### config.mk
export PLATFORM = sky130hd
export DESIGN_NAME = regfile
export DESIGN_NICKNAME = d
export VERILOG_FILES = /design/src/core_pkg.sv /design/src/regfile.sv
export VERILOG_INCLUDE_DIRS = /design/src /design/src/src
export SDC_FILE = /design/constraint.sdc
export NUM_CORES = 2
export LEC_CHECK = 0
export ABC_AREA = 1
export BUFFER_PORTS_ARGS = -buffer_cell sky130_fd_sc_hd__buf_2
export CORE_MARGIN = 5
export CORE_UTILIZATION = 23
export CTS_BUF_LIST = sky130_fd_sc_hd__clkbuf_4 sky130_fd_sc_hd__clkbuf_8
export DETAILED_ROUTE_END_ITERATION = 16
export HOLD_SLACK_MARGIN = 0.15
export PLACE_DENSITY = 0.37
export SLEW_MARGIN = 0
export SYNTH_ARGS = -nofsm -noshare
export SYNTH_HDL_FRONTEND = slang
export SYNTH_SLANG_ARGS = --single-unit
export TNS_END_PERCENT = 10
### constraint.sdc
create_clock -name clk -period 7.2 [get_ports clk]
set_input_delay 0.72 -clock clk [delete_from_list [all_inputs] [get_ports clk]]
set_output_delay 0.72 -clock clk [all_outputs]
set_load 0.02 [all_outputs]
### src/core_defines.svh
`ifndef CORE_DEFINES_SVH
`define CORE_DEFINES_SVH

// Datapath widths
`define WORD_WIDTH 32
`define PC_BITS    12 // Byte address, 4 KiB of program
`define REG_BITS   5

// Memory depths
`define IMEM_WORDS 1024
`define DMEM_BITS  10 // Word address, 4 KiB of data

////////////////////////////////////////
// Base opcodes, inst[6:0]
`define OPC_LUI    7'b0110111
`define OPC_AUIPC  7'b0010111
`define OPC_JAL    7'b1101111
`define OPC_JALR   7'b1100111
`define OPC_BRANCH 7'b1100011
`define OPC_LOAD   7'b0000011
`define OPC_STORE  7'b0100011
`define OPC_OPIMM  7'b0010011 // Register-immediate ALU ops
`define OPC_OP     7'b0110011 // Register-register ALU ops

`endif

### src/core_pkg.sv
`include "core_defines.svh"

package core_pkg;

	typedef logic [`WORD_WIDTH-1:0] word_t;      // Register and bus data
	typedef logic [`PC_BITS-1:0]    pc_t;        // Instruction byte address
	typedef logic [`REG_BITS-1:0]   reg_addr_t;
	typedef logic [`DMEM_BITS-1:0]  dmem_addr_t; // Data memory word index
	typedef logic [3:0]             byte_en_t;   // One bit per byte lane

	// ALU function
	// Also picks the compare for branches (SUB, SLT, SLTU)
	typedef enum logic [3:0] {
		ALU_ADD,
		ALU_SUB,
		ALU_SLL,
		ALU_SLT,
		ALU_SLTU,
		ALU_XOR,
		ALU_SRL,
		ALU_SRA,
		ALU_OR,
		ALU_AND,
		ALU_PASS_B // LUI
	} alu_op_e;

	// Writeback source
	typedef enum logic [1:0] {
		WB_PC4,  // Link value of JAL and JALR
		WB_ALU,
		WB_LOAD
	} wb_sel_e;

	// Encoded as funct3[1:0] of loads and stores
	typedef enum logic [1:0] {
		MEM_BYTE = 2'd0,
		MEM_HALF = 2'd1,
		MEM_WORD = 2'd2
	} mem_size_e;

	// Execute operand source
	typedef enum logic [1:0] {
		FWD_REG,
		FWD_MEM,
		FWD_WB
	} fwd_sel_e;

endpackage

### src/regfile.sv
`timescale 1ns/1ps

module regfile import core_pkg::*; (
	input  logic      clk,
	input  logic      reset,
	input  reg_addr_t rs1,
	input  reg_addr_t rs2,
	input  logic      wr_en,
	input  reg_addr_t wr_rd,
	input  word_t     wr_data,
	output word_t     rd1,
	output word_t     rd2
);

	word_t regs [32];

	always_ff @(posedge clk) begin
		if (reset) begin
			for (int i = 0; i < 32; i++)
				regs[i] <= '0;
		end else if (wr_en && wr_rd != '0) begin
			regs[wr_rd] <= wr_data;
		end
	end

	// Write-first, so decode sees the instruction retiring this cycle
	assign rd1 = (rs1 == '0) ? '0 : (wr_en && wr_rd == rs1) ? wr_data : regs[rs1];
	assign rd2 = (rs2 == '0) ? '0 : (wr_en && wr_rd == rs2) ? wr_data : regs[rs2];

endmodule

## After elaboration in Yosys (flattened, before gate mapping)

Memory sizes are Yosys's and may differ from the RTL's.
Cells that the tools add are included.

| word-level totals | value |
|---|---|
| bits in writable memories | 1024 |
| register bits | 0 |
| input bits | 50 |
| word-level logic and storage cells | 22 |
| memories kept | 1 |
| output and inout bits | 64 |

Memories:

| name | depth | bits a word | rd ports | clocked after Yosys merged registers in | wr ports | line | text |
|---|---|---|---|---|---|---|---|
| regs | 32 | 32 | 2 | 0 | 32 | regfile.sv:15 | `word_t regs [32];` |

| cells by class | value |
|---|---|
| reductions and logical operators | 7 |
| muxes and demuxes | 12 |
| equality and inequality tests | 2 |

Operator list:

| cell | number |
|---|---|
| two-way mux 32 bit | 5 |
| OR reduction 32 bit | 1 |
| == test 5 bit | 2 |
| logical NOT 5 bit | 2 |
| two-way mux 1 bit | 6 |
| two-way mux 5 bit | 1 |
| nonzero test 5 bit | 1 |
| logical AND 1 bit | 3 |

## Depth between registers and ports, before layout

| depth | value |
|---|---|
| depth after elaboration | 7 |
| depth in mapped cells | 12 |
| gate-level depth less buffers | 11 |

## Worst setup path after synthesis

OpenSTA, ideal clock, no wires.

| timing path | value |
|---|---|
| path kind | in2reg |
| start point | input port wr_rd[3] |
| end point | memory regs[28][0] (netlist bit), enable pin |
| required time | 6.722 ns |
| buffers on the path | 2 |
| data arrival time | 2.449 ns |
| stages on the path | 10 |
| setup slack | 4.272 ns |
| library setup time | 0.478 ns |
| cell sequence | buf_4 nor3_4 inv_2 o21ai_2 inv_2 nand2_1 inv_2 nand2_4 buf_6 nand2_1 |

RTL lines:

| element | line | text |
|---|---|---|
| from (decl) | regfile.sv:9 | `input reg_addr_t wr_rd,` |
| to (decl) | regfile.sv:15 |  |

## Final worst setup path

| timing path | value |
|---|---|
| start point | input port rs2[1] |
| end point | output port rd2[20] |

| between the ends | value |
|---|---|
| cells in the longest elaborated chain, start to end | 4 |
| elaborated cells on any way between the ends | 6 |
| those cells by class | eq/ne (1); mux (2); reduce/logical (2); memory (1) |

RTL lines:

| element | line | text |
|---|---|---|
| from (decl) | regfile.sv:7 | `input reg_addr_t rs2,` |
| branches (longest 3 deep; another with memory read (32 x 32 bit)) | - |  |
| two-way mux 32 bit (*) | regfile.sv:28 | `assign rd2 = (rs2 == '0) ? '0 : (wr_en && wr_rd == rs2) ? wr_data : regs[rs2];` |
| to (decl) | regfile.sv:12 | `output word_t rd2` |

Mark *: on every way between the ends.

==> metrics.cfg <==
[worst_setup_path]
criticalPathCategory=in -> out
crit_path_max_incr_delay_ns=0.77
crit_path_cell_trace=buf_8 > inv_6 > buf_4 > nand3_1 > nand3_1 > nand2_1 > a21oi_1 > nand2_1 > nand2_1 > a21oi_1 > buf_2
cpLargestDelayFamily=buffers and inverters
worst_ep_required_time_ns=6.48
end_kind=output pin
cp_num_buf_inv=4
critPathArrivalTime_ns=4.46
critical_path_s_most_frequent_cell=sky130_fd_sc_hd__nand2_1
slowest_stage=sky130_fd_sc_hd__a21oi_1
max_fo_critical_path=60
startpoint_type_of_the_worst_setup_path=primary input

[clocking]
root_buffer=sky130_fd_sc_hd__clkbuf_8
clock_path_buffers=3
post_cts_repair_timing_setup_buffer_count=0
count_of_hold_buffers_inserted_by_post_cts_repair=0
cts_tree=built
clk_pin_slew_ns=0.06
cts_max_level=4
clkSinkCount=1024
cts.repair.resized=0
cts_buffers=187

[die]
floorplan.die.width_um=516
num_io_pins=114
fp.dieH_um=516
coreArea_sq_um=254000
std_cell_rows=185
initial_utilization_pct=23.1
design.die.area_sq_um=266000

[layout]
layout.filler_cells=27600
register_with_the_highest_flop_count=regs
largest_reg_flops=1024
drive_above_1_share_pct=9.06
nNetsFinal=7294
area_growth_syn_to_layout_pct=11.2
finalInstanceArea_sq_um=65400
largest_registers=regs (1024)

[power]
power.net_switching_mw=4.59
power.share.switching_pct=31.1
internal-power_mw=10.2
design_power_total_mw=14.8
share_seq_of_total_power_pct=47.6
power_leakage_nw=27.1
clkPwrFrac_pct=37.0
power_frac_comb_pct=15.4
power-per-cell-area_nw_per_um2=226
peakVddDrop_mv=0.199

[sta]
max_slew_margin_pct=21.7
final.period_utilization_pct=71.9
setup_viol_count_final=0
report.final.hold_viol_count=0
slew_viol_final=0
finalCriticalPeriod_ns=5.18
finalSetupTns_ns=0
final_hold_slack_ns=0.302
worst-slew-pin-transition_ns=1.17
clock.fmax_ghz=0.193
rsz0062_at_grt=false

[logic_synthesis]
syn-cell-area_sq_um=58800
synth_largest_area_cell=sky130_fd_sc_hd__edfxtp_1
synth.most_common_cell=sky130_fd_sc_hd__nand2_1
synthesis.area_per_instance_sq_um=7.91
postSynth.topFlopCell=sky130_fd_sc_hd__edfxtp_1
postSynthRegisterBits=1024
synth_area_leaders=sky130_fd_sc_hd__edfxtp_1 52%, sky130_fd_sc_hd__nand2_1 11%, sky130_fd_sc_hd__nand3_1 9.1%, sky130_fd_sc_hd__nor2_1 8.6%, sky130_fd_sc_hd__inv_1 4.0%
synth_top_cell_area_share_pct=52.3
synth_enable_flop_cells=1024
ys_top_cells_by_count=1776 x sky130_fd_sc_hd__nand2_1, 1343 x sky130_fd_sc_hd__nor2_1, 1064 x sky130_fd_sc_hd__nand3_1
sequential_share_of_the_synthesized_area_pct=52.3
ys_async_sr_fraction_pct=0
netlist_instances=7430
synth_warnings=0
post_synth_num_cell_types=28

[drt]
remaining_drc_errors=0
routedWlPerCell_um=25.8
routed_via_density=4.89
drt_pre_antenna_iters=6
drt.antenna.violating_nets=0
drt_iter0_markers=5578
postRouteWirelength_mm=277
vias=52500

[placement]
detailed_place.area_sq_um=62000
gp_routability_congestion=0.827
dp.final_hpwl_mm=152
place.port_buffers=113

[global_route]
grt_pass1_wl_mm=386
overall_global_routing_usage_pct=20.2
grt_antenna_before_repair=6
grt_max_degree=210
overflow=0
vias_in_the_first_global_route=49900

[status]
status=completed

[flow_run]
cap_violations=0

[worst_hold_path]
hp-class=in -> reg

-- placed cells by master (no fill, tap or decap), drive strengths merged, types with 55 or more instances in the layout --
cell       n
o21ai    387
edfxtp  1024
buf      234
or2       55
nor2    1343
o211ai   191
inv      634
nand3   1067
nand2   1799
a21oi    267
clkinv    70
clkbuf   245
-- final timing paths --
path	startpoint	to	slack [ns]	depth (start not counted)
setup / recovery	rs2[1]	rd2[20]	2.02	11
hold / removal	reset	regs[0][10]$_SDFFCE_PN0P_	0.30	2
-- power groups by stage --
stage	combinational (mW)	sequential (mW)	clock, mW
2_1_floorplan	1.32	7.10	0
3_3_place_gp	2.27	7.14	0
3_5_place_dp	2.27	7.14	0
4_1_cts	2.27	7.02	5.59
5_1_grt	2.45	7.05	5.84
6_report	2.28	7.02	5.46
-- cells by family after synthesis --
group                     synth area share, %
and+or+nand+nor                          30.3
buffers and inverters                    9.27
DFF                                      52.3
AOI/OAI and AO/OA                        8.07
xor gates and xnor gates               0.0298
other                                 0.00638
-- metrics by stage --
step	util (%)	worst slack [ns]	cells
global placement	24.4	2.11	10400
detailed placement	24.4	2.13	10400
CTS	25.7	2.12	10700
floorplan	-	4.27	7461
global route	25.7	1.81	10700
finish	25.7	2.02	10700
-- metal layers --
| layer | global-route usage (%) | up-vias | routed length, um |
|---|---|---|---|
| met5 | 0 | - | 10 |
| met4 | 8.24 | 2 | 12400 |
| met3 | 2.69 | 499 | 17500 |
| met2 | 32.6 | 2190 | 127000 |
| met1 | 27.4 | 25900 | 121000 |
| li1 | - | 24000 | - |
-- cell type report --
class                           instances  area (sq um)  share of cell area, %
Multi-Input combinational cell       5160         22900                   35.0
Antenna cell                            5          12.5                 0.0191
Sequential cell                      1024         30700                   47.0
Tap cell                             3366          4210                   6.44
Timing Repair Buffer                  235          1670                   2.56
Inverter                              636          2430                   3.71
Clock buffer                          244          3030                   4.63
Clock inverter                         72           378                  0.578
No activity file was read; power rests on OpenSTA's default activity.
