<file path="src/core_defines.svh">
`ifndef CORE_DEFINES_SVH
`define CORE_DEFINES_SVH

// Datapath widths
`define WORD_WIDTH 32
`define PC_BITS    12 // Byte address, 4 KiB of program
`define REG_BITS   5

// Memory depths
`define IMEM_WORDS 1024
`define DMEM_BITS  10 // Word address, 4 KiB of data

////////////////////////////////////////
// Base opcodes, inst[6:0]
`define OPC_LUI    7'b0110111
`define OPC_AUIPC  7'b0010111
`define OPC_JAL    7'b1101111
`define OPC_JALR   7'b1100111
`define OPC_BRANCH 7'b1100011
`define OPC_LOAD   7'b0000011
`define OPC_STORE  7'b0100011
`define OPC_OPIMM  7'b0010011 // Register-immediate ALU ops
`define OPC_OP     7'b0110011 // Register-register ALU ops

`endif

</file>
<file path="src/core_pkg.sv">
`include "core_defines.svh"

package core_pkg;

	typedef logic [`WORD_WIDTH-1:0] word_t;      // Register and bus data
	typedef logic [`PC_BITS-1:0]    pc_t;        // Instruction byte address
	typedef logic [`REG_BITS-1:0]   reg_addr_t;
	typedef logic [`DMEM_BITS-1:0]  dmem_addr_t; // Data memory word index
	typedef logic [3:0]             byte_en_t;   // One bit per byte lane

	// ALU function
	// Also picks the compare for branches (SUB, SLT, SLTU)
	typedef enum logic [3:0] {
		ALU_ADD,
		ALU_SUB,
		ALU_SLL,
		ALU_SLT,
		ALU_SLTU,
		ALU_XOR,
		ALU_SRL,
		ALU_SRA,
		ALU_OR,
		ALU_AND,
		ALU_PASS_B // LUI
	} alu_op_e;

	// Writeback source
	typedef enum logic [1:0] {
		WB_PC4,  // Link value of JAL and JALR
		WB_ALU,
		WB_LOAD
	} wb_sel_e;

	// Encoded as funct3[1:0] of loads and stores
	typedef enum logic [1:0] {
		MEM_BYTE = 2'd0,
		MEM_HALF = 2'd1,
		MEM_WORD = 2'd2
	} mem_size_e;

	// Execute operand source
	typedef enum logic [1:0] {
		FWD_REG,
		FWD_MEM,
		FWD_WB
	} fwd_sel_e;

endpackage

</file>
<file path="src/decoder.sv">
`timescale 1ns/1ps
`include "core_defines.svh"

module decoder import core_pkg::*; (
	input  word_t     inst,
	output reg_addr_t rs1,           // Zero when unused
	output reg_addr_t rs2,
	output reg_addr_t rd,
	output word_t     imm,
	output alu_op_e   alu_op,
	output logic      sel_pc_a,      // Operand A is the PC
	output logic      sel_imm_b,     // Operand B is the immediate
	output logic      is_branch,
	output logic      is_jal,
	output logic      is_jalr,
	output logic      is_load,
	output logic      is_store,
	output mem_size_e mem_size,
	output logic      load_unsigned, // Branch condition invert on branches
	output wb_sel_e   wb_sel,
	output logic      wr_en
);

	logic [2:0] funct3;
	logic       alt;      // inst[30], SUB and SRA
	word_t      imm_i;
	word_t      imm_s;
	word_t      imm_b;
	word_t      imm_u;
	word_t      imm_j;
	alu_op_e    arith_op;

	assign funct3 = inst[14:12];
	assign alt    = inst[30];

	// Immediate formats
	assign imm_i = {{20{inst[31]}}, inst[31:20]};
	assign imm_s = {{20{inst[31]}}, inst[31:25], inst[11:7]};
	assign imm_b = {{19{inst[31]}}, inst[31], inst[7], inst[30:25], inst[11:8], 1'b0};
	assign imm_u = {inst[31:12], 12'b0};
	assign imm_j = {{11{inst[31]}}, inst[31], inst[19:12], inst[20], inst[30:21], 1'b0};

	// Only meaningful for loads and stores
	assign mem_size = funct3[1] ? MEM_WORD : (funct3[0] ? MEM_HALF : MEM_BYTE);

	// OP and OP-IMM function
	always_comb begin
		case (funct3)
			3'b000:  arith_op = (alt && inst[6:0] == `OPC_OP) ? ALU_SUB : ALU_ADD; // No SUBI
			3'b001:  arith_op = ALU_SLL;
			3'b010:  arith_op = ALU_SLT;
			3'b011:  arith_op = ALU_SLTU;
			3'b100:  arith_op = ALU_XOR;
			3'b101:  arith_op = alt ? ALU_SRA : ALU_SRL;
			3'b110:  arith_op = ALU_OR;
			default: arith_op = ALU_AND;
		endcase
	end

	always_comb begin
		// Bubble by default
		rs1           = '0;
		rs2           = '0;
		rd            = '0;
		imm           = '0;
		alu_op        = ALU_ADD;
		sel_pc_a      = 1'b0;
		sel_imm_b     = 1'b0;
		is_branch     = 1'b0;
		is_jal        = 1'b0;
		is_jalr       = 1'b0;
		is_load       = 1'b0;
		is_store      = 1'b0;
		load_unsigned = funct3[2]; // LBU, LHU
		wb_sel        = WB_ALU;
		wr_en         = 1'b0;
		case (inst[6:0])
			`OPC_LUI, `OPC_AUIPC: begin
				rd        = inst[11:7];
				imm       = imm_u;
				alu_op    = (inst[5]) ? ALU_PASS_B : ALU_ADD; // AUIPC adds the PC
				sel_pc_a  = !inst[5];
				sel_imm_b = 1'b1;
				wr_en     = 1'b1;
			end
			`OPC_JAL: begin
				rd     = inst[11:7];
				imm    = imm_j;
				is_jal = 1'b1;
				wb_sel = WB_PC4;
				wr_en  = 1'b1;
			end
			`OPC_JALR: begin
				rd        = inst[11:7];
				rs1       = inst[19:15];
				imm       = imm_i;
				sel_imm_b = 1'b1;  // ALU forms rs1 + imm
				is_jalr   = 1'b1;
				wb_sel    = WB_PC4;
				wr_en     = 1'b1;
			end
			`OPC_BRANCH: begin
				rs1           = inst[19:15];
				rs2           = inst[24:20];
				imm           = imm_b;
				is_branch     = 1'b1;
				alu_op        = funct3[2] ? (funct3[1] ? ALU_SLTU : ALU_SLT) : ALU_SUB;
				load_unsigned = funct3[0] ^ ~funct3[2]; // BEQ, BGE, BGEU take on zero
			end
			`OPC_LOAD: begin
				rd        = inst[11:7];
				rs1       = inst[19:15];
				imm       = imm_i;
				sel_imm_b = 1'b1;
				is_load   = 1'b1;
				wb_sel    = WB_LOAD;
				wr_en     = 1'b1;
			end
			`OPC_STORE: begin
				rs1       = inst[19:15];
				rs2       = inst[24:20]; // Store data
				imm       = imm_s;
				sel_imm_b = 1'b1;
				is_store  = 1'b1;
			end
			`OPC_OPIMM, `OPC_OP: begin
				rd        = inst[11:7];
				rs1       = inst[19:15];
				rs2       = inst[5] ? inst[24:20] : '0;
				imm       = imm_i;
				alu_op    = arith_op;
				sel_imm_b = !inst[5];
				wr_en     = 1'b1;
			end
			default: ;
		endcase
	end

endmodule

</file>
<file path="config.mk">
export PLATFORM = sky130hd
export DESIGN_NAME = decoder
export DESIGN_NICKNAME = d
export VERILOG_FILES = /design/src/core_pkg.sv /design/src/decoder.sv
export VERILOG_INCLUDE_DIRS = /design/src /design/src/src
export SDC_FILE = /design/constraint.sdc
export NUM_CORES = 1
export LEC_CHECK = 0
export ABC_AREA = 1
export CELL_PAD_IN_SITES_DETAIL_PLACEMENT = 2
export CELL_PAD_IN_SITES_GLOBAL_PLACEMENT = 2
export CORE_ASPECT_RATIO = 0.8
export CORE_MARGIN = 2
export CORE_UTILIZATION = 23
export DETAILED_ROUTE_END_ITERATION = 12
export DONT_BUFFER_PORTS = 1
export PLACE_DENSITY_LB_ADDON = 0.08
export SLEW_MARGIN = 10
export SYNTH_ARGS = -nofsm -noshare
export SYNTH_HDL_FRONTEND = slang
export SYNTH_SLANG_ARGS = --single-unit
</file>
<file path="constraint.sdc">
create_clock -name vclk -period 1.1
set_clock_uncertainty 0.15 [all_clocks]
set_input_delay 0.055 -clock vclk [all_inputs]
set_output_delay 0.055 -clock vclk [all_outputs]
set_load 0.1 [all_outputs]
</file>
==> out/qor.txt, run 1 <==
Status - aborted with a tool error
Failing step - 3_5_place_dp
Halt Reason - Error: detail_place.tcl, 38 bad optional access
Distinct cells, synth - 19
Die height - 59.3 µm
Syn avg cell area - 4.58 µm²
Gpl congestion - 0.805
Io pins - 96
Synth Cell Area - 880 µm²
PortBufs - 0
Die W - 73.1 µm
Starting Density - 23.6%
Register area share after synthesis - 0%
Syn. warnings - 0
Core Rows - 20
Syn_nets - 224
Synthesized instance count - 192
==> synthesized netlist by cell type (all sizes together) <==
master / count / area [µm²]
nor3: 3 / 15.0
a22oi: 1 / 7.51
nand3: 19 / 115
o21ai: 11 / 58.8
o211ai: 1 / 7.51
a21oi: 10 / 53.8
inv: 38 / 143
nand2: 64 / 240
nor2: 37 / 171
buf: 7 / 58.8
xnor2: 1 / 8.76
==> cells by family after synthesis <==
family,synth area share [%]
AO/OA/AOI/OAI,14.5
XOR/XNOR,0.996
AND/OR/NAND/NOR,61.6
buffers and inverters,22.9
==> per-stage QoR <==
| stage | hold WS, ns | cells | instance area [µm²] |
|---|---|---|---|
| floorplan | 0.0560 | 192 | 1150 |
| global placement | -0.0384 | 317 | 2560 |
==> run 2: changes to the inputs <==
- CELL_PAD_IN_SITES_DETAIL_PLACEMENT: 2 -> not set
- CELL_PAD_IN_SITES_GLOBAL_PLACEMENT: 2 -> not set
- CORE_AREA: not set -> 2 2 63 65
- CORE_ASPECT_RATIO: 0.8 -> not set
- CORE_MARGIN: 2 -> not set
- CORE_UTILIZATION: 23 -> not set
- DIE_AREA: not set -> 0 0 65 67
- PLACE_DENSITY_LB_ADDON: 0.08 -> 0.15
- clock period: 1.1 -> 1.4 ns (I/O delays scaled with it)
==> out/qor.txt, run 2 <==
Core Rows - 22 (+10%)
Worst hold path stage count - 0
Detailed-route via count - 1,523
Synth Cell Area - 880 µm² (unchanged)
DP Area - 2410 µm²
RSZ-0062 raised after global routing - yes
Synthesized instance count - 192 (unchanged)
WP data arrival - 1.19 ns
Starting DRT DRC Count - 28
Dominant cell type by area after synthesis - nand2_1
Pre-CTS worst setup slack - -0.0387 ns
Syn_nets - 224 (unchanged)
Syn. warnings - 0 (unchanged)
Area growth syn-to-layout - 203%
Hold path startpoint - inst[13]
Core area - 3610 µm²
Fin nets - 305
Global-route usage over all layers - 18.1%
Largest net degree at the start of global routing - 13
Final min period - 1.41 ns
Total Power - 0.000642 W
Status - complete, but fails checks
Gpl congestion - 0.795 (-1.2%)
Cell area power density - 241 nW/µm²
Startpoint types - input pin
Fin Setup TNS - -0.00674 ns
Worst Max-Slew Pin Slew - 0.545 ns
Final core utilization - 73.9%
Crit-path max FO - 9
Die W - 65 µm (-11%)
Distinct cells, synth - 19 (unchanged)
Required time of the critical path - 1.18 ns
Die area - 4360 µm²
Sequential power share - 0%
Most frequent cells in the layout - buf_12 (56), nand2_1 (45), inv_1 (31)
Min-delay worst type - in2out
Comb power frac - 100.0%
Finished Cell Area - 2660 µm²
Internal power - 0.000206 W
Worst rel slew slack - 64.0%
Drt via density - 4.77
Grt total ovfl - 0
Most common library cells after synthesis - nand2_1 (64), inv_1 (37), nor2_1 (28)
Io pins - 96 (unchanged)
DRT Pass-1 Iters - 4
Hold Path End - mem_size[1]
Hold Vio Cnt, Final - 1
Max-slew violation count - 0
WHS - -0.00870 ns
Post-synth top area share - 27.3% (unchanged)
Maxcap violations - 0
WL/cell - 14.3 µm
Die height - 67 µm (+13%)
VDD IR-drop max - 0.000132 V
Number of sequential cells - 0
Most numerous cell in the Yosys netlist - nand2_1
Clock Buffer Count - 0
Starting Density - 24.4% (+0.80 points)
Global-route wire length before repair - 6490 µm
Syn avg cell area - 4.58 µm² (unchanged)
Commonest non-fill, non-tap cell in the layout - buf_12
Total Routed Length - 4550 µm
DRC Markers - 0
Worst Path Class, Setup - in2out
Fmax - 711 MHz
Failing checks - negative hold slack, negative setup slack
Initial antenna violation count - 0
Area contributors post-synth - nand2_1 (27%), inv_1 (16%), nor2_1 (12%)
Register area share after synthesis - 0% (unchanged)
Clock power frac - 0%
Diode count - 0
Vias in the first global route - 1,433
Layout cells sized above 1 - 61.3%
Sw power - 0.000435 W
Sequential Area - 0 µm²
Setup slack after layout - -0.00674 ns
CP endpoint kind - output port
Sw Share - 67.8%
Antenna Nets Post-Route - 0
Post-DP HPWL - 3610 µm
Final period util - 100%
PortBufs - 0 (unchanged)
Leakage power - 1.35 nW
Final setup violation count - 1
-- run 2: cell counts after synthesis --
No cell type changed its count.
-- run 2: worst max path at each step --
stage / start / to
2_1_floorplan: inst[2] / alu_op[1]
3_3_place_gp: inst[3] / imm[31]
3_5_place_dp: inst[5] / imm[31]
4_1_cts: inst[1] / imm[21]
5_1_grt: inst[1] / imm[8]
6_report: inst[1] / imm[30]
-- run 2: layout make-up --
type	count	area (µm²)
multi-input cells	147	1060
well taps	48	60.1
fillers	252	942
repair buffers	86	1390
inverters	38	148
-- run 2: power groups by stage --
stage / clock network, W / registers, W / logic, W
2_1_floorplan: 0 / 0 / 0.000422
3_3_place_gp: 0 / 0 / 0.000594
3_5_place_dp: 0 / 0 / 0.000602
4_1_cts: 0 / 0 / 0.000609
5_1_grt: 0 / 0 / 0.000663
6_report: 0 / 0 / 0.000642
-- run 2: logic make-up (layout without fill, tap and decap cells) --
kind of cell | Yosys count | after routing | share of synthesized area (%)
XOR/XNOR | 1 | 1 | 0.996
AND/OR/NAND/NOR | 123 | 123 | 61.6
AO/OA/AOI/OAI | 23 | 23 | 14.5
buffers and inverters | 45 | 124 | 22.9
-- run 2: timing repair --
action / in CTS / in global routing
gates cloned: 0 / 1
endpoints found under the setup margin: 31 / 37
resized for setup: 10 / 47
setup buffers: 0 / 4
pin swaps: 0 / 11
endpoints found under the hold margin: 1 / 1
-- run 2: worst max-delay path, cell delays in order --
cell	delay [ns]
nand2_8	0.07
inv_4	0.04
nand2_1	0.07
nor2_2	0.05
nor2_4	0.18
nand3_2	0.13
nand2_4	0.11
buf_6	0.14
nand3_1	0.12
buf_12	0.20
-- run 2: metal layers --
metal | up-vias | routed length [µm] | global-route usage (%)
met5 | - | 0 | 0
met4 | 0 | 23 | 0
met3 | 3 | 387 | 4.56
met2 | 69 | 2520 | 35.7
met1 | 708 | 1620 | 20.5
li1 | 743 | - | -
-- run 2: metrics by stage --
stage,instances,hold slack [ns]
global placement,315,-0.00826
CTS,315,-0.00826
finish,319,-0.00870
global route,319,-0.00874
floorplan,192,0.0860
detailed placement,315,-0.00826
(Power assumes the default switching activity.)
==> run 3: changes to the inputs <==
- CORE_AREA: 2 2 63 65 -> 3 3 64 66
- DIE_AREA: 0 0 65 67 -> 0 0 67 69
==> out/qor.txt, run 3 (synthesis gave the netlist of run 2 again) <==
Fmax - 711 MHz (about the same)
Detailed-route via count - 1,553 (+2.0%)
Commonest non-fill, non-tap cell in the layout - buf_12
CP Cell Sequence - clkinv_16, nand3_4, buf_6, nor2_4, inv_4, a21oi_4, buf_6, clkinv_8, nand3_4, buf_12
Grt total ovfl - 0 (unchanged)
Drt via density - 4.78 (about the same)
Post-Layout Cell Count - 325 (+1.9%)
Worst rel slew slack - 63.2% (-0.83 points)
Total Power - 0.000660 W (+2.9%)
PortBufs - 0 (unchanged)
Crit-path max FO - 5 (-4)
Number of sequential cells - 0 (unchanged)
Min-delay worst type - in2out
Gpl congestion - 0.792 (-0.41%)
Final setup violation count - 1 (unchanged)
Pre-CTS worst setup slack - -0.122 ns (-0.0833 ns)
Leakage power - 1.48 nW (+9.7%)
Most frequent cells in the layout - buf_12 (58), nand2_1 (39), inv_1 (31)
Slowest-stage cell, CP - a21oi_4
Setup slack after layout - -0.00744 ns (-0.000692 ns)
WP data arrival - 1.19 ns (about the same)
Largest net degree at the start of global routing - 21 (+8)
Global-route usage over all layers - 17.1% (-1.0 points)
DRT Pass-1 Iters - 4 (unchanged)
Placed insts - 316 (+0.32%)
Sequential Area - 0 µm² (unchanged)
Initial antenna violation count - 0 (unchanged)
DRC Markers - 0 (unchanged)
Worst Max-Slew Pin Slew - 0.557 ns (+0.0125 ns)
Failing checks - negative hold slack, negative setup slack
Max-slew violation count - 0 (unchanged)
Area growth syn-to-layout - 235%
Status - complete, but fails checks
Global-route wire length before repair - 6640 µm (+2.2%)
Post-DP HPWL - 3540 µm (-1.9%)
Fin Setup TNS - -0.00744 ns (-0.000692 ns)
Required time of the critical path - 1.18 ns (about the same)
Starting Density - 24.2% (-0.18 points)
Die W - 67 µm (+3.1%)
Hold path startpoint - inst[13]
VDD IR-drop max - 0.000147 V (+11%)
Startpoint types - input pin
Hold Vio Cnt, Final - 1 (unchanged)
Antenna Nets Post-Route - 0 (unchanged)
WHS - -0.00996 ns (-0.00126 ns)
Io pins - 96 (unchanged)
Die area - 4620 µm² (+6.2%)
Final min period - 1.41 ns (+0.000692 ns)
Die height - 69 µm (+3.0%)
Crit path from - inst[4]
Maxcap violations - 0 (unchanged)
Worst Path Class, Setup - in2out
WL/cell - 14.9 µm (+4.3%)
Slowest stage delay, CP - 0.23 ns (+0.03 ns)
Clock Buffer Count - 0 (unchanged)
Vias in the first global route - 1,419 (-0.98%)
Core Rows - 22 (unchanged)
CP endpoint kind - output port
Total Routed Length - 4830 µm (+6.2%)
Cell area power density - 224 nW/µm² (-7.0%)
Fin nets - 311 (+2.0%)
RSZ-0062 raised after global routing - yes
CP bufs+invs - 6 (+3)
Layout cells sized above 1 - 67.1% (+5.9 points)
Final period util - 101% (about the same)
CP delay by family, top - buffers and inverters
Starting DRT DRC Count - 72 (+160%)
Fill count - 224 (-11%)
Core area - 3630 µm² (+0.76%)
Diode count - 0 (unchanged)
==> run 3: final timing paths <==
check | to | depth (start not counted)
setup / recovery | imm[24] | 10
hold / removal | mem_size[1] | 0
==> run 3: through the flow <==
step | util [%] | instance area (µm²)
final | 81.1 | 2950
after global routing | 81.1 | 2950
after CTS | 68.0 | 2470
after detailed placement | 67.3 | 2440
after global placement | 67.3 | 2440
after floorplan | - | 1080
==> run 3: what timing repair did <==
action / 4_1_cts / 5_1_grt
resized for setup: 6 / 89
endpoints found under the setup margin: 26 / 46
hold endpoints to repair: 1 / 1
gates cloned: 0 / 4
buffers inserted: 0 / 6
pin swaps: 0 / 16
==> run 3: area by class of cell <==
cell class         count  area (µm²)  share of cell area [%]
multi-input cells    147        1200                    40.7
well taps             48        60.1                    2.04
repair buffers        91        1480                    50.2
repair inverters       1        16.3                   0.552
inverters             38         191                    6.50
==> run 3: routing by layer <==
metal | GRT usage [%] | up-vias | wire length [µm]
li1 | - | 757 | -
met1 | 20.4 | 723 | 1650
met2 | 31.0 | 69 | 2630
met3 | 5.21 | 4 | 485
met4 | 0 | 0 | 56
met5 | 0 | - | 0
==> run 3: where the power goes <==
part           total (W)  internal [W]  switching, W
sequential             0             0             0
clock                  0             0             0
combinational   0.000660      0.000221      0.000439
total           0.000660      0.000221      0.000439
