$ cat src/core_defines.svh
`ifndef CORE_DEFINES_SVH
`define CORE_DEFINES_SVH

// Datapath widths
`define WORD_WIDTH 32
`define PC_BITS    12 // Byte address, 4 KiB of program
`define REG_BITS   5

// Memory depths
`define IMEM_WORDS 1024
`define DMEM_BITS  10 // Word address, 4 KiB of data

////////////////////////////////////////
// Base opcodes, inst[6:0]
`define OPC_LUI    7'b0110111
`define OPC_AUIPC  7'b0010111
`define OPC_JAL    7'b1101111
`define OPC_JALR   7'b1100111
`define OPC_BRANCH 7'b1100011
`define OPC_LOAD   7'b0000011
`define OPC_STORE  7'b0100011
`define OPC_OPIMM  7'b0010011 // Register-immediate ALU ops
`define OPC_OP     7'b0110011 // Register-register ALU ops

`endif

$ cat src/core_pkg.sv
`include "core_defines.svh"

package core_pkg;

	typedef logic [`WORD_WIDTH-1:0] word_t;      // Register and bus data
	typedef logic [`PC_BITS-1:0]    pc_t;        // Instruction byte address
	typedef logic [`REG_BITS-1:0]   reg_addr_t;
	typedef logic [`DMEM_BITS-1:0]  dmem_addr_t; // Data memory word index
	typedef logic [3:0]             byte_en_t;   // One bit per byte lane

	// ALU function
	// Also picks the compare for branches (SUB, SLT, SLTU)
	typedef enum logic [3:0] {
		ALU_ADD,
		ALU_SUB,
		ALU_SLL,
		ALU_SLT,
		ALU_SLTU,
		ALU_XOR,
		ALU_SRL,
		ALU_SRA,
		ALU_OR,
		ALU_AND,
		ALU_PASS_B // LUI
	} alu_op_e;

	// Writeback source
	typedef enum logic [1:0] {
		WB_PC4,  // Link value of JAL and JALR
		WB_ALU,
		WB_LOAD
	} wb_sel_e;

	// Encoded as funct3[1:0] of loads and stores
	typedef enum logic [1:0] {
		MEM_BYTE = 2'd0,
		MEM_HALF = 2'd1,
		MEM_WORD = 2'd2
	} mem_size_e;

	// Execute operand source
	typedef enum logic [1:0] {
		FWD_REG,
		FWD_MEM,
		FWD_WB
	} fwd_sel_e;

endpackage

$ cat src/hazard_unit.sv
`timescale 1ns/1ps

module hazard_unit import core_pkg::*; (
	input  reg_addr_t id_rs1,
	input  reg_addr_t id_rs2,
	input  reg_addr_t ex_rs1,
	input  reg_addr_t ex_rs2,
	input  reg_addr_t ex_rd,
	input  logic      ex_is_load,
	input  logic      ex_wr_en,
	input  reg_addr_t mem_rd,
	input  logic      mem_wr_en,
	input  reg_addr_t wb_rd,
	input  logic      wb_wr_en,
	input  logic      redirect,
	output logic      stall,
	output logic      flush,
	output fwd_sel_e  fwd_a,
	output fwd_sel_e  fwd_b
);

	logic load_use;

	// Youngest writer first and x0 never forwards
	function automatic fwd_sel_e pick_source(input reg_addr_t rs, input logic m_wr_en,
			input reg_addr_t m_rd, input logic w_wr_en, input reg_addr_t w_rd);
		if (rs == '0)
			return FWD_REG;
		if (m_wr_en && m_rd == rs)
			return FWD_MEM;
		if (w_wr_en && w_rd == rs)
			return FWD_WB;
		return FWD_REG;
	endfunction

	assign fwd_a = pick_source(ex_rs1, mem_wr_en, mem_rd, wb_wr_en, wb_rd);
	assign fwd_b = pick_source(ex_rs2, mem_wr_en, mem_rd, wb_wr_en, wb_rd);

	// Load data only exists in MEM so one bubble lets WB forward it
	assign load_use = ex_is_load && ex_wr_en && (ex_rd != '0)
		&& (ex_rd == id_rs1 || ex_rd == id_rs2);

	assign stall = load_use && !redirect; // Redirect wins
	assign flush = redirect;              // Kills IF/ID and ID/EX

endmodule

$ cat config.mk
export PLATFORM = sky130hd
export DESIGN_NAME = hazard_unit
export DESIGN_NICKNAME = d
export VERILOG_FILES = /design/src/core_pkg.sv /design/src/hazard_unit.sv
export VERILOG_INCLUDE_DIRS = /design/src /design/src/src
export SDC_FILE = /design/constraint.sdc
export NUM_CORES = 1
export LEC_CHECK = 0
export ABC_AREA = 1
export BUFFER_PORTS_ARGS = -buffer_cell sky130_fd_sc_hd__buf_2
export CAP_MARGIN = 20
export CORE_MARGIN = 2
export CORE_UTILIZATION = 39
export DETAILED_ROUTE_END_ITERATION = 7
export GPL_ROUTABILITY_DRIVEN = 0
export PLACE_DENSITY = 0.83
export SYNTH_ARGS = -nofsm -noshare
export SYNTH_HDL_FRONTEND = slang
export SYNTH_SLANG_ARGS = --single-unit
$ cat constraint.sdc
create_clock -name vclk -period 0.8
set_input_delay 0.04 -clock vclk [all_inputs]
set_output_delay 0.04 -clock vclk [all_outputs]
set_load 0.01 [all_outputs]
; ---- Word level (Yosys, flattened, before mapping)
; Cells that the tools add are included.
[totals]
elab_cells = 43
in_bits = 40
reg_bits = 0
out_inout_bits = 6
[classes]
n_eq_ne = 6
muxes = 24
reduce_logical = 13
[ops]
columns = operator, count
row1 = $eq 5x5->1, 6
row2 = $mux 2, 12
row3 = $mux 1, 12
row4 = $logic_not 5->1, 2
row5 = $logic_and 1x1->1, 8
row6 = $reduce_bool 5->1, 1
row7 = $logic_not 1->1, 1
row8 = $logic_or 1x1->1, 1

; ---- Longest topological paths before layout
; Gate-level depths: netlist (run 1).
[logic_depth]
word_depth = 9
depth_mapped = 7
mapped_depth_nobuf = 7

; ---- Worst setup path after synthesis (run 1)
; OpenSTA, ideal clock, no wires.
[synth_timing]
path_type = input to output
start = in ex_rs2[3]
end = out fwd_b[0]
cell_stages = 5
n_path_buf = 0
path_slack_ns = 0.113
required_ns = 0.760
arrival_ns = 0.647
path_cell_list = inv_1 -> nand2_1 -> nand2_1 -> nand3b_1 -> nor3_1
[synth_between]
elab_chain_cells = 8
word_cells_on_any_way = 16
cone_classes = eq/ne: 2 / mux: 11 / reduce/logical: 3
[synth_lines]
columns = item, line_no
row1 = start: declaration, hazard_unit.sv:7  ; input reg_addr_t ex_rs2,
row2 = $eq 5x5->1, hazard_unit.sv:31  ; if (w_wr_en && w_rd == rs)
row3 = $logic_and 1x1->1, hazard_unit.sv:31
row4 = $mux 1 (2 in a row), hazard_unit.sv:31
row5 = $mux 1, hazard_unit.sv:29  ; if (m_wr_en && m_rd == rs)
row6 = $mux 2, hazard_unit.sv:33  ; return FWD_REG;
row7 = $mux 2, hazard_unit.sv:31
row8 = $mux 2 (*), hazard_unit.sv:29
row9 = end: declaration, hazard_unit.sv:19  ; output fwd_sel_e fwd_b
; Every way passes the cells marked *; elsewhere a longest branch is shown, timed or not. The select of a mux whose other input is x is not followed.

; ---- Worst setup path in the final report (run 1)
[layout_timing]
start = in ex_rs1[3]
end = out fwd_a[1]
[layout_between]
elab_chain_cells = 8
word_cells_on_any_way = 16
cone_classes = eq/ne: 2 / mux: 11 / reduce/logical: 3
[layout_lines]
columns = item, line_no
row1 = start: declaration, hazard_unit.sv:6  ; input reg_addr_t ex_rs1,
row2 = $eq 5x5->1, hazard_unit.sv:31
row3 = $logic_and 1x1->1, hazard_unit.sv:31
row4 = $mux 1 (2 in a row), hazard_unit.sv:31
row5 = $mux 1, hazard_unit.sv:29
row6 = $mux 2, hazard_unit.sv:33
row7 = $mux 2, hazard_unit.sv:31
row8 = $mux 2 (*), hazard_unit.sv:29
row9 = end: declaration, hazard_unit.sv:18  ; output fwd_sel_e fwd_a,
; Marked as above.

==> flow_summary.yaml, run 1 <==
synth:
  postSynthAreaPerCell_um2: 4.719
  synthesized_netlist_net_count: 158
  ys.warnings.count: 0
  post_synth_num_cell_types: 19
  synthesis.area_um2: 556.8
  ys_seq_area_frac: 0
  syn_inst: 118
route:
  finalWirelength_mm: 2.872
  post-route-drc-count: 0
  firstDrtPassIters: 5
  avgViaCountPerCell: 5.522
  routedWlPerCell_um: 15.96
  dr_total_vias: 994
  drt_iter0_markers: 36
  antenna_left: 0
global_routing:
  grt_pass1_vias: 801
  groute.usage.overall: 0.2233
  grt_start_max_net_pins: 6
  wire_length_of_the_first_global_routing_pass_mm: 3.167
  antenna_found_initial: 0
  total_global_routing_overflow: 0
finish:
  antenna_cells: 0
  sequential_cells: 0
  stdcell_count: 180
  seq_area_um2: 0
  clock_buffer_count: 0
  layout-drive-gt1-share: 0.5455
  finalInstanceArea_um2: 1180
  area_delta_synth_final_pct: 111.9
  layout.nets: 207
placed_design:
  place.detailed.instances: 179
  numPortBuffers: 46
  post_dp_cell_area_um2: 805.8
  place.detailed.hpwl_mm: 1.474
  dp_slack_ps: -65.29
run_status:
  violations: "setup timing"
  run_status: "complete, but fails checks"
sta:
  setup_violations: 3
  time_the_worst_path_needs_with_i_o_delays_and_setup_ps: 951.6
  timing.final.ws_setup_ps: -151.6
  final_max_slew_viol_count: 0
  rsz0062_at_grt: "yes"
  final.period_utilization: 1.190
  worst_case_hold_slack_ps: 277.3
  slew_headroom: 0.8764
  max_freq_mhz: 1051
  hold_violations: 0
  max_slew.worst_pin.slew_ps: 184.4
die:
  die-area_um2: 1746
  die_h_um: 41.79
  pin_count: 46
  initial_core_util: 0.4226
  row_count: 13
  die-width_um: 41.79
  core_um2: 1318
setup_path:
  slowest_cell_delay_on_critical_path_ps: 150
  criticalPathCategory: "primary input to primary output"
  crit_required_ps: 760
  cpMostUsedCell: "sky130_fd_sc_hd__nor2_1"
  timing.critical_path.cells: "buf_6 -> inv_6 -> or2_4 -> nand3_2 -> nor2_1 -> nand2_1 -> nor2_1 -> buf_2"
  critical_path.startpoint_type: "primary input"
  timing.critical_path.arrival_ps: 910
  end_kind: "primary output"
  timing.critical_path.slowest_stage_cell: "sky130_fd_sc_hd__nor2_1"
  worst-path-max-fanout: 5
worst_hold_path:
  hold_path.class: "primary input to primary output"
power_and_ir_drop:
  cellPowerDensity_nw_per_um2: 536.4
  finalPower_mw: 0.6329
  ir_worst_vdd_mv: 0.3117
  p_leak_nw: 0.6350
flow_run:
  max-cap-violations: 0
cts:
  holdBufCountCts: 0
==> Yosys cell counts (all sizes together) <==
library cell  count  area [um2]
nand3b            1       7.510
or2               4       25.03
inv              23       86.33
xor2              1       8.760
o21ai             2       10.00
a21oi             2       10.01
nand4             5       31.28
clkinv            1       3.750
nand2            36       135.1
o21a              1       7.510
buf               1       7.510
nor2             19       71.32
xnor2            10       87.58
nor3              4       20.02
nand3             8       45.04
==> per-stage QoR <==
step	utilization	setup TNS (ps)
floorplan	-	0
global placement	0.6116	-86.28
detailed placement	0.6116	-223.2
CTS	0.6885	-20.76
global route	0.8955	-562.4
finish	0.8955	-370.9
==> area by class of cell <==
type	count	area, um2
well taps	15	18.77
repair buffers	48	415.4
inverters	24	115.1
multi-input cells	93	630.6
fillers	60	137.6
==> what timing repair did <==
action / CTS / global route
setup buffers: 1 / 0
gates resized for setup: 28 / 73
endpoints found under the setup margin: 5 / 5
pin swaps: 21 / 31
==> report_power, final <==
part / switching [mW] / internal [mW] / total, mW
combinational: 0.305 / 0.328 / 0.633
sequential: 0 / 0 / 0
clock: 0 / 0 / 0
==> layer usage <==
layer,track usage,share of wire,routed length (um)
met2,0.5156,0.53,1529
met4,0.01935,0.055,157
met5,0,0,0
met3,0.004348,0.074,212
met1,0.2108,0.34,973
==> final timing paths <==
check | from | to | slack, ps | cells past startpoint
worst min-delay path | redirect | flush | 280 | 2
worst max-delay path | ex_rs1[3] | fwd_a[1] | -150 | 8
==> placed cells by master (no fill, tap or decap), types with 2 or more instances in the layout <==
cell	synthesis	layout
sky130_fd_sc_hd__nor2_1	19	14
sky130_fd_sc_hd__buf_6	0	16
sky130_fd_sc_hd__buf_2	0	21
sky130_fd_sc_hd__buf_12	0	2
sky130_fd_sc_hd__nand2_1	36	30
sky130_fd_sc_hd__or2_0	2	2
sky130_fd_sc_hd__nand3_1	7	5
sky130_fd_sc_hd__xnor2_2	0	8
sky130_fd_sc_hd__nor2_2	0	3
sky130_fd_sc_hd__nand4_1	5	5
sky130_fd_sc_hd__nor3_2	0	3
sky130_fd_sc_hd__nor2_4	0	2
sky130_fd_sc_hd__buf_4	1	6
sky130_fd_sc_hd__inv_4	0	5
sky130_fd_sc_hd__inv_1	23	10
sky130_fd_sc_hd__nand2_2	0	5
sky130_fd_sc_hd__buf_8	0	3
sky130_fd_sc_hd__a21oi_1	2	2
sky130_fd_sc_hd__nand3_2	1	2
sky130_fd_sc_hd__inv_2	0	6
==> worst max-delay path, delay by kind of cell <==
family / cells / cell delay, ps
buf+inv: 3 / 320
simple gates: 5 / 560
==> logic make-up (layout without fill, tap and decap cells) <==
group | after synthesis | after routing | share of synthesized area
simple gates | 77 | 77 | 0.6023
compound gates | 5 | 5 | 0.04943
xor+xnor | 11 | 11 | 0.1730
buf+inv | 25 | 72 | 0.1753
Note: power is estimated with default switching activity, not from simulation.
==> run 2: changes to the inputs <==
- RECOVER_POWER: unset -> 25
==> run 2 against run 1 <==
Net effect: the flow still finishes with violations (setup timing); fmax unchanged; cell count unchanged; non-clock buffer count unchanged; power about the same; via count unchanged; global-route usage unchanged; critical path depth unchanged.
==> flow_summary.yaml, run 2 (same netlist as run 1, synthesis figures left out) <==
global_routing:
  total_global_routing_overflow: 0
  groute.usage.overall: 0.2233
  wire_length_of_the_first_global_routing_pass_mm: 3.167
  antenna_found_initial: 0
  grt_pass1_vias: 801
  grt_start_max_net_pins: 6
finish:
  finalInstanceArea_um2: 1179
  layout.nets: 207
  finish.utilization: 0.8946
  mostFrequentLayoutCell: "sky130_fd_sc_hd__nand2_1"
  layout-drive-gt1-share: 0.5394
  sequential_cells: 0
  antenna_cells: 0
  clock_buffer_count: 0
  seq_area_um2: 0
  layout_common_cells: "30 x sky130_fd_sc_hd__nand2_1, 20 x sky130_fd_sc_hd__buf_2, 16 x sky130_fd_sc_hd__buf_6"
  stdcell_count: 180
  area_delta_synth_final_pct: 111.7
  multi_input_comb_area_um2: 630.6
  layout.filler_cells: 58
run_status:
  violations: "setup timing"
  run_status: "complete, but fails checks"
flow_run:
  max-cap-violations: 0
power_and_ir_drop:
  p_leak_nw: 0.6322
  cellPowerDensity_nw_per_um2: 536.5
  ir_worst_vdd_mv: 0.3116
setup_path:
  crit_required_ps: 760
  timing.critical_path.arrival_ps: 910
  worst-path-max-fanout: 5
  criticalPathCategory: "primary input to primary output"
  end_kind: "primary output"
  critical_path.startpoint_type: "primary input"
sta:
  hold_violations: 0
  setup_violations: 3
  max_freq_mhz: 1051
  timing.final.ws_setup_ps: -151.6
  time_the_worst_path_needs_with_i_o_delays_and_setup_ps: 951.6
  setup-tns-final_ps: -370.9
  final.period_utilization: 1.190
  final_max_slew_viol_count: 0
  rsz0062_at_grt: "yes"
  slew_headroom: 0.8764
  max_slew.worst_pin.slew_ps: 184.4
placed_design:
  place.detailed.instances: 179
  numPortBuffers: 46
  post_dp_cell_area_um2: 805.8
  place.detailed.hpwl_mm: 1.474
die:
  row_count: 13
  die-area_um2: 1746
  initial_core_util: 0.4226
  core_um2: 1318
  die-width_um: 41.79
  pin_count: 46
  die_h_um: 41.79
route:
  antenna_left: 0
  drt_iter0_markers: 36
  avgViaCountPerCell: 5.522
  finalWirelength_mm: 2.873
  routedWlPerCell_um: 15.96
  dr_total_vias: 994
  post-route-drc-count: 0
  firstDrtPassIters: 5
worst_hold_path:
  timing.hold.worst.start: "redirect"
  hold_path.class: "primary input to primary output"
  hold-path-endpoint: "flush"
  worst_hold_path_cells: 2
run 2: layout make-up:
class              count  area share
repair buffers        48      0.3514
inverters             24     0.09766
multi-input cells     93      0.5350
well taps             15     0.01592
run 2: through the flow:
stage / total power [mW] / setup slack [ps] / hold slack [ps]
floorplan: 0.1969 / 113.5 / 171.8
global placement: 0.3589 / -44.12 / 278.5
detailed placement: 0.3720 / -65.29 / 279.9
CTS: 0.4339 / -12.29 / 279.6
global route: 0.6673 / -167.1 / 314.9
finish: 0.6323 / -151.6 / 297.0
run 2: worst max path at each step:
stage,startpoint,endpoint,slack (ps)
5_1_grt,ex_rs1[3],fwd_a[1],-170
3_3_place_gp,ex_rs1[3],fwd_a[1],-40
3_5_place_dp,ex_rs1[3],fwd_a[1],-70
4_1_cts,wb_rd[0],fwd_b[1],-10
6_report,ex_rs1[3],fwd_a[1],-150
2_1_floorplan,ex_rs2[3],fwd_b[0],110
run 2: routing by layer:
layer,GRT usage,routed length (um),vias to the layer above,part of all wire
li1,-,-,457,-
met1,0.2108,974,447,0.34
met4,0.01935,157,0,0.055
met3,0.004348,212,19,0.074
met2,0.5156,1529,71,0.53
met5,0,0,-,0
run 2: critical path: stages:
cell,delay (ps)
sky130_fd_sc_hd__buf_6,100
sky130_fd_sc_hd__inv_6,70
sky130_fd_sc_hd__or2_4,130
sky130_fd_sc_hd__nand3_2,80
sky130_fd_sc_hd__nor2_1,120
sky130_fd_sc_hd__nand2_1,80
sky130_fd_sc_hd__nor2_1,150
sky130_fd_sc_hd__buf_2,150
run 2: what timing repair did:
action / CTS / global route
setup endpoints to repair: 5 / 5
hold buffers: 0 / 0
pin swaps: 21 / 31
buffers inserted: 1 / 0
resized for setup: 28 / 73
run 2: report_power, final:
| part | internal [mW] | leakage, nW | switching, mW |
|---|---|---|---|
| Combinational | 0.327 | 0.632 | 0.305 |
| Sequential | 0 | 0 | 0 |
| Clock | 0 | 0 | 0 |
==> run 3: changes to the inputs <==
- CELL_PAD_IN_SITES_DETAIL_PLACEMENT: unset -> 2
- CELL_PAD_IN_SITES_GLOBAL_PLACEMENT: unset -> 2
- CORE_ASPECT_RATIO: unset -> 0.5
- CORE_UTILIZATION: 39 -> 16
- PLACE_DENSITY: 0.83 -> 0.84
- SETUP_SLACK_MARGIN: unset -> 0.4
==> run 3 against run 2 <==
Net effect: the flow still finishes with violations (setup timing); via count is 5.9% lower; cell count increased by 16%; die area is 130% higher; critical path type unchanged; largest cell class unchanged.
==> flow_summary.yaml, run 3 (same netlist as run 1, synthesis figures left out) <==
power_and_ir_drop:
  ir_worst_vdd_mv: 0.1121
  p_leak_nw: 0.6274
  cellPowerDensity_nw_per_um2: 509.0
die:
  die-width_um: 87.43
  initial_core_util: 0.1648
  row_count: 15
  pin_count: 46
  die_h_um: 45.72
  core_um2: 3378
  die-area_um2: 3997
run_status:
  violations: "setup timing"
  run_status: "complete, but fails checks"
setup_path:
  crit_required_ps: 760
  timing.critical_path.arrival_ps: 870
  critical_path.startpoint_type: "primary input"
  worst-path-max-fanout: 3
  end_kind: "primary output"
  criticalPathCategory: "primary input to primary output"
sta:
  time_the_worst_path_needs_with_i_o_delays_and_setup_ps: 909.0
  slew_headroom: 0.8658
  max_slew.worst_pin.slew_ps: 200.3
  timing.final.ws_setup_ps: -109.0
  setup_violations: 4
  worst_case_hold_slack_ps: 301.7
  hold_violations: 0
  rsz0062_at_grt: "yes"
  final.period_utilization: 1.136
  final_max_slew_viol_count: 0
  max_freq_mhz: 1100
global_routing:
  groute.usage.overall: 0.1382
  use_met1: 0.1554
  wire_length_of_the_first_global_routing_pass_mm: 4.381
  total_global_routing_overflow: 0
  antenna_found_initial: 0
  busiest_layer: "met2"
  grt_pass1_vias: 984
  grt_start_max_net_pins: 6
  grtUsageMet3: 0.001812
  groute.layer.met2.usage: 0.3076
route:
  avgViaCountPerCell: 4.474
  dr_total_vias: 935
  drt_iter0_markers: 2
  routedWlPerCell_um: 14.26
  firstDrtPassIters: 2
  antenna_left: 0
  finalWirelength_mm: 2.981
  post-route-drc-count: 0
finish:
  clock_buffer_count: 0
  mostFrequentLayoutCell: "sky130_fd_sc_hd__nand2_1"
  sequential_cells: 0
  layout_common_cells: "29 x sky130_fd_sc_hd__nand2_1, 21 x sky130_fd_sc_hd__buf_2, 13 x sky130_fd_sc_hd__buf_6"
  seq_area_um2: 0
  layout.nets: 209
  area_delta_synth_final_pct: 123.4
  finalInstanceArea_um2: 1244
  layout-drive-gt1-share: 0.5808
  antenna_cells: 0
placed_design:
  post_dp_cell_area_um2: 883.3
  place.detailed.hpwl_mm: 2.279
  numPortBuffers: 46
flow_run:
  max-cap-violations: 0
worst_hold_path:
  hold_path.class: "primary input to primary output"
-- run 3: cell count changes in the layout (fill, tap and decap cells not counted), sizes merged --
| cell | change |
|---|---|
| inv | +1 |
| clkinv | -1 |
| buf | +2 |
-- run 3: path summary, 6_finish.rpt --
path | from | endpoint | depth (start not counted)
max | ex_rs2[2] | fwd_b[1] | 7
min | redirect | flush | 2
-- run 3: critical path: stages --
cell,delay (ps)
sky130_fd_sc_hd__buf_2,140
sky130_fd_sc_hd__xnor2_2,140
sky130_fd_sc_hd__o21ai_1,100
sky130_fd_sc_hd__nor2_1,150
sky130_fd_sc_hd__nand2_1,80
sky130_fd_sc_hd__nor2_2,100
sky130_fd_sc_hd__buf_2,130
-- run 3: repair_timing --
action                                  in CTS  in global routing
gates resized for setup                     46                 52
pin swaps                                   34                 28
endpoints found under the setup margin       5                  5
setup buffers                                2                  0
hold buffers                                 0                  0
-- run 3: cell type report --
type | count | area (um2)
fill | 409 | 2135
multi-input combinational | 93 | 640.6
tap | 42 | 52.55
inverter | 24 | 125.1
timing repair buffer | 50 | 425.4
-- run 3: per-stage QoR --
| stage | util | setup slack [ps] | total power [mW] | TNS, ps | cells |
|---|---|---|---|---|---|
| 4_1_cts | 0.3144 | -55.01 | 0.5173 | -237.7 | 209 |
| 3_3_place_gp | 0.2615 | -62.55 | 0.3959 | -182.5 | 207 |
| 5_1_grt | 0.3681 | -199.8 | 0.6869 | -597.2 | 209 |
| 6_report | 0.3681 | -109.0 | 0.6331 | -301.3 | 209 |
| 3_5_place_dp | 0.2615 | -87.88 | 0.4156 | -376.1 | 207 |
| 2_1_floorplan | - | 207.7 | 0.2074 | 0 | 118 |
-- run 3: power by group --
part	switching, mW	internal (mW)	leakage, nW	total, mW
registers	0	0	0	0
clock network	0	0	0	0
logic	0.310	0.323	0.627	0.633
-- run 3: per-layer routing --
metal | part of all wire | routed length, um | vias up
met4 | 0.0047 | 14 | 0
met3 | 0.032 | 96 | 2
li1 | - | - | 461
met5 | 0 | 0 | -
met1 | 0.38 | 1137 | 449
met2 | 0.58 | 1733 | 23
